File: config.mk
export PLATFORM = sky130hd
export DESIGN_NAME = ingress_port
export DESIGN_NICKNAME = d
export VERILOG_FILES = /design/src/logic/smartnic_pkg.sv /design/src/logic/ingress_port.sv
export SDC_FILE = /design/constraint.sdc
export NUM_CORES = 1
export LEC_CHECK = 0
export BUFFER_PORTS_ARGS = -buffer_cell sky130_fd_sc_hd__buf_2
export CAP_MARGIN = 10
export CORE_MARGIN = 2
export CORE_UTILIZATION = 55
export DETAILED_ROUTE_END_ITERATION = 10
export MAX_ROUTING_LAYER = met4
export PLACE_DENSITY = 0.82
export RECOVER_POWER = 100
export SYNTH_ARGS = -nofsm -noshare
export SYNTH_HDL_FRONTEND = slang
export SYNTH_SLANG_ARGS = --single-unit
File: constraint.sdc
create_clock -name axis_clk -period 18.55 [get_ports axis_clk]
set_input_delay 0.9275 -clock axis_clk [delete_from_list [all_inputs] [get_ports axis_clk]]
set_output_delay 0.9275 -clock axis_clk [all_outputs]
set_load 0.005 [all_outputs]
File: src/logic/smartnic_pkg.sv
package smartnic_pkg;

    // ========================================
    // Port geometry
    // ========================================

    // Ingress and egress share the same count
    localparam int NUM_PORTS = 4;

    // Index width for tid and tdest
    localparam int PORT_WID = 2;

    // ========================================
    // Beat widths
    // ========================================

    localparam int DATA_WID = 64;
    localparam int KEEP_WID = DATA_WID / 8;

    // ========================================
    // Types
    // ========================================

    // Port index, used by ingress tdest and egress tid/tdest
    typedef logic [PORT_WID-1:0] port_t;

    // One data beat and its byte enables
    typedef logic [DATA_WID-1:0] tdata_t;
    typedef logic [KEEP_WID-1:0] tkeep_t;

    // One bit per egress port
    // Doubles as the grant vector inside an arbiter
    typedef logic [NUM_PORTS-1:0] req_t;

    // Arbiter FSM
    typedef enum logic {
        ARB_IDLE,
        ARB_LOCKED
    } arb_state_e;

endpackage : smartnic_pkg

File: src/logic/ingress_port.sv
`timescale 1ns/1ps

module ingress_port (
    input  logic                 axis_clk,
    input  logic                 rst,

    // Ingress AXI-Stream
    input  logic                 s_tvalid,
    output logic                 s_tready,
    input  smartnic_pkg::tdata_t s_tdata,
    input  smartnic_pkg::tkeep_t s_tkeep,
    input  logic                 s_tlast,
    input  smartnic_pkg::port_t  s_tdest,

    // Head beat, fanned out to every arbiter
    output smartnic_pkg::tdata_t head_tdata,
    output smartnic_pkg::tkeep_t head_tkeep,
    output logic                 head_tlast,
    output smartnic_pkg::req_t   req,
    input  smartnic_pkg::req_t   pop
);
    import smartnic_pkg::*;

    // ========================================
    // Skid buffer state
    // ========================================

    logic   head_valid;
    port_t  head_tdest;

    logic   skid_valid;
    tdata_t skid_tdata;
    tkeep_t skid_tkeep;
    logic   skid_tlast;
    port_t  skid_tdest;

    logic   accept;
    logic   advance;
    logic   head_load;

    // Only the requested egress ever pops us
    assign advance = |pop;

    // Head slot free this cycle
    assign head_load = !head_valid || advance;

    // Ready comes straight from a flop, never from egress
    assign s_tready = !skid_valid;
    assign accept   = s_tvalid && s_tready;

    // Valid flags
    always_ff @(posedge axis_clk) begin
        if (rst) begin
            head_valid <= 1'b0;
            skid_valid <= 1'b0;
        end else if (head_load) begin
            if (skid_valid) begin
                head_valid <= 1'b1;
                skid_valid <= 1'b0;
            end else begin
                head_valid <= accept;
            end
        end else if (accept) begin
            // Head stalled, park the new beat
            skid_valid <= 1'b1;
        end
    end

    // Head payload
    always_ff @(posedge axis_clk) begin
        if (head_load) begin
            if (skid_valid) begin
                head_tdata <= skid_tdata;
                head_tkeep <= skid_tkeep;
                head_tlast <= skid_tlast;
                head_tdest <= skid_tdest;
            end else if (accept) begin
                head_tdata <= s_tdata;
                head_tkeep <= s_tkeep;
                head_tlast <= s_tlast;
                head_tdest <= s_tdest;
            end
        end
    end

    // Skid payload
    always_ff @(posedge axis_clk) begin
        if (accept && !head_load) begin
            skid_tdata <= s_tdata;
            skid_tkeep <= s_tkeep;
            skid_tlast <= s_tlast;
            skid_tdest <= s_tdest;
        end
    end

    // ========================================
    // Destination decode
    // ========================================

    // One-hot request toward the egress named by tdest
    always_comb begin
        req = '0;
        for (int i = 0; i < NUM_PORTS; i++) begin
            req[i] = head_valid && (head_tdest == port_t'(i));
        end
    end

endmodule : ingress_port

==> run_results.csv <==
group,metric,value,unit
synthesis,yosysUniqueCellTypes,17,
placed_design,gp_congestion,0.7735,
routing,detail_route.wl_per_cell,17.65,µm
cells_and_area,final_cell_mix,"edfxtp_1 (150), clkbuf_1 (87), mux2_2 (74), buf_2 (74), clkbuf_16 (16)",
setup_path,worst_path_max_delay_cell,"clkbuf_1",
clock_tree,cts_resized,0,
pwr,p_seq_share,49.6,%
setup_path,arrival,6.47,ns
setup_path,start_kind,"register",
pwr,clkPwrFrac,46.3,%
pwr,p_per_area,113.7,nW/µm²
floorplan,die_area,10900,µm²
synthesis,yosys_warnings,0,
synthesis,synthCells,249,
sta,fin_crit,6.457,ns
routing,drt_wl_total,9991,µm
sta,finClkSkew,0.005801,ns
global_route,grt_max_degree,80,
min_path,hold_end,"head_tdata[57]",
sta,finalSetupViolCount,0,
setup_path,r2r_cells,2,
setup_path,r2r_end,"head_tdata[23]",
placed_design,numPortBuffers,159,
sta,fmax,154.9,MHz
cells_and_area,instances_no_fill,566,
setup_path,r2r_slack,12.09,ns
cells_and_area,n_antenna_cell,0,
synthesis,synth.top_cells.by_area,"edfxtp_1 (81%), mux2_2 (15%), dfxtp_1 (0.72%)",
clock_tree,cts.clk_slew.worst_paths,0.06,ns
floorplan,rows,36,
routing,ant_nets,0,
cells_and_area,area_growth,26.05,%
floorplan,initial_core_util,56.75,%
synthesis,synth_top_area_share,81.21,%
pwr,switching_power,0.0001539,W
clock_tree,numCtsBuffers,17,
sta,slew_viol_final,232,
clock_tree,htreeDepth,4,
pwr,finalPower,0.0007946,W
synthesis,synth-seq-cells,152,
setup_path,endpoint_kind,"register",
placed_design,place_inst,534,
cells_and_area,multi_input_area,942.2,µm²
floorplan,core_area,9774,µm²
clock_tree,postCtsHoldBufs,0,
routing,vias,2872,
pwr,power_frac_comb,4.1,%
routing,avgViaCountPerCell,5.074,
setup_path,path_max_fanout,79,
synthesis,synth_top_area_cell,"edfxtp_1",
setup_path,critPathKind,"register to register",
sta,setup_tns,0,ns
pwr,intPower,0.0006408,W
cells_and_area,final_layout_size_suffix_gt1_share,42.26,%
routing,drcViolationCount,0,
pwr,ir_drop,57.21,µV
floorplan,die_w,104.4,µm
setup_path,critical_path.cell_chain,"o32a_2 -> clkbuf_1",
clock_tree,cts_buffer_depth,2,
floorplan,die_height,104.4,µm
global_route,grt_pass1_wl,15510,µm
cells_and_area,nets,502,
run,cap_violations,3,
setup_path,worstPathRequired,18.56,ns
pwr,p_leak,2.425,nW
sta,post-route-period-util,34.81,%
pwr,swShare,19.36,%
routing,firstDrtPassIters,4,
clock_tree,clkLatencyLatePin,0.51,ns
floorplan,ios,160,
setup_path,worstSetupStartpoint,"skid_valid",
setup_path,slowest_delay,2.87,ns
min_path,hold_depth,1,
global_route,grt_overflow,0,
sta,hold_violations,0,
routing,first_iter_violations,157,
clock_tree,post_cts.repair.setup_buffers,0,
cells_and_area,final_common_cell,"edfxtp_1",
global_route,antenna_found_initial,0,
synthesis,seq_area_frac_synth,81.93,%
cells_and_area,fillerInstances,652,
placed_design,dp_hpwl,6180,µm
clock_tree,root_buffer,"clkbuf_8",
synthesis,synthesis.nets,331,
cells_and_area,seq_area,4544,µm²
min_path,hp-class,"register to register",
clock_tree,cts_tree,"built",
status,outcome,"complete, but fails checks",
setup_path,r2r-start,"skid_valid",
clock_tree,cts_sinks,152,
global_route,grt_use_total,19.42,%
synthesis,avgSynthCellArea,22.28,µm²
synthesis,syn-cell-area,5547,µm²
sta,rsz0062_at_grt,"no",
status,failed_checks,"capacitance limit, slew limit",
sta,worstMarginPinSlew,4.099,ns
global_route,grt_pass1_vias,3000,
min_path,hold_start,"skid_tdata[57]",
sta,slew_headroom,-173.3,%
==> Yosys cell counts, drive strengths merged <==
cell and count:
and3 1, and3b 1, buf 9, dfxtp 2, edfxtp 150, inv 1
mux2 75, nand2 1, nand2b 1, nor2 1, nor3b 1, nor4 2
o21bai 1, o32a 1, o41ai 1, or3b 1
==> per-stage QoR <==
stage	cell area, µm²	hold WS [ns]	worst slack, ns	util (%)
6_report	6992	0.5433	12.09	71.53
5_1_grt	6992	0.5660	11.37	71.53
4_1_cts	7116	0.5469	15.80	72.80
3_5_place_dp	6477	0.5304	15.66	66.27
3_3_place_gp	6477	0.5275	15.70	66.27
2_1_floorplan	5547	0.5231	9.396	-
==> registers in the layout, indices dropped and copies added, names as in the netlist <==
name / cells
skid_valid: 1
head_tlast: 1
skid_tdest: 2
head_tdest: 2
skid_tdata: 64
head_valid: 1
skid_tkeep: 8
skid_tlast: 1
head_tdata: 64
head_tkeep: 8
==> kinds of logic (layout without fill, tap and decap cells) <==
family                 after synthesis  in the layout  synth area share, %
multiplexers                        75             75                15.23
AO/OA/AOI/OAI                        3              3               0.6092
flip-flops                         152            152                81.93
AND/OR/NAND/NOR                      9              9                1.128
buffers and inverters               10            194                1.105
==> power groups by stage <==
stage                     clock network (W)  logic [W]  registers [W]
after CTS                          0.000373  0.0000360       0.000393
after global routing               0.000388  0.0000361       0.000395
after detailed placement                  0  0.0000354       0.000400
after global placement                    0  0.0000341       0.000400
after floorplan                           0  0.0000113       0.000402
final                              0.000368  0.0000328       0.000394
==> critical path, delay by kind of cell, from the launching register on <==
| family | cells | cell delay (ns) |
|---|---|---|
| flip-flops | 1 | 2.62 |
| AO/OA/AOI/OAI | 1 | 0.40 |
| buffers and inverters | 1 | 2.87 |
==> worst max-delay path by stage <==
stage	end	cells after the start
final	head_tdata[23]	2
after global routing	head_tdata[48]	2
after CTS	s_tready	2
after detailed placement	skid_tkeep[6]	4
after global placement	skid_tdata[21]	4
after floorplan	skid_tdata[0]	2
==> area by class of cell <==
cell class,count,area share [%]
inverter,1,0.05369
tap,133,2.380
sequential,152,65.00
multi-input combinational,87,13.48
clock buffer,18,5.977
clock inverter,14,3.150
timing repair buffer,161,9.968
==> per-layer routing <==
metal	vias up	wire length (µm)	GRT usage (%)
li1	1341	-	-
met1	1411	4198	24.56
met2	109	5039	29.74
met3	11	583	5.576
met4	0	170	8.108
met5	-	0	-
Power figures use the tool's default switching activity.
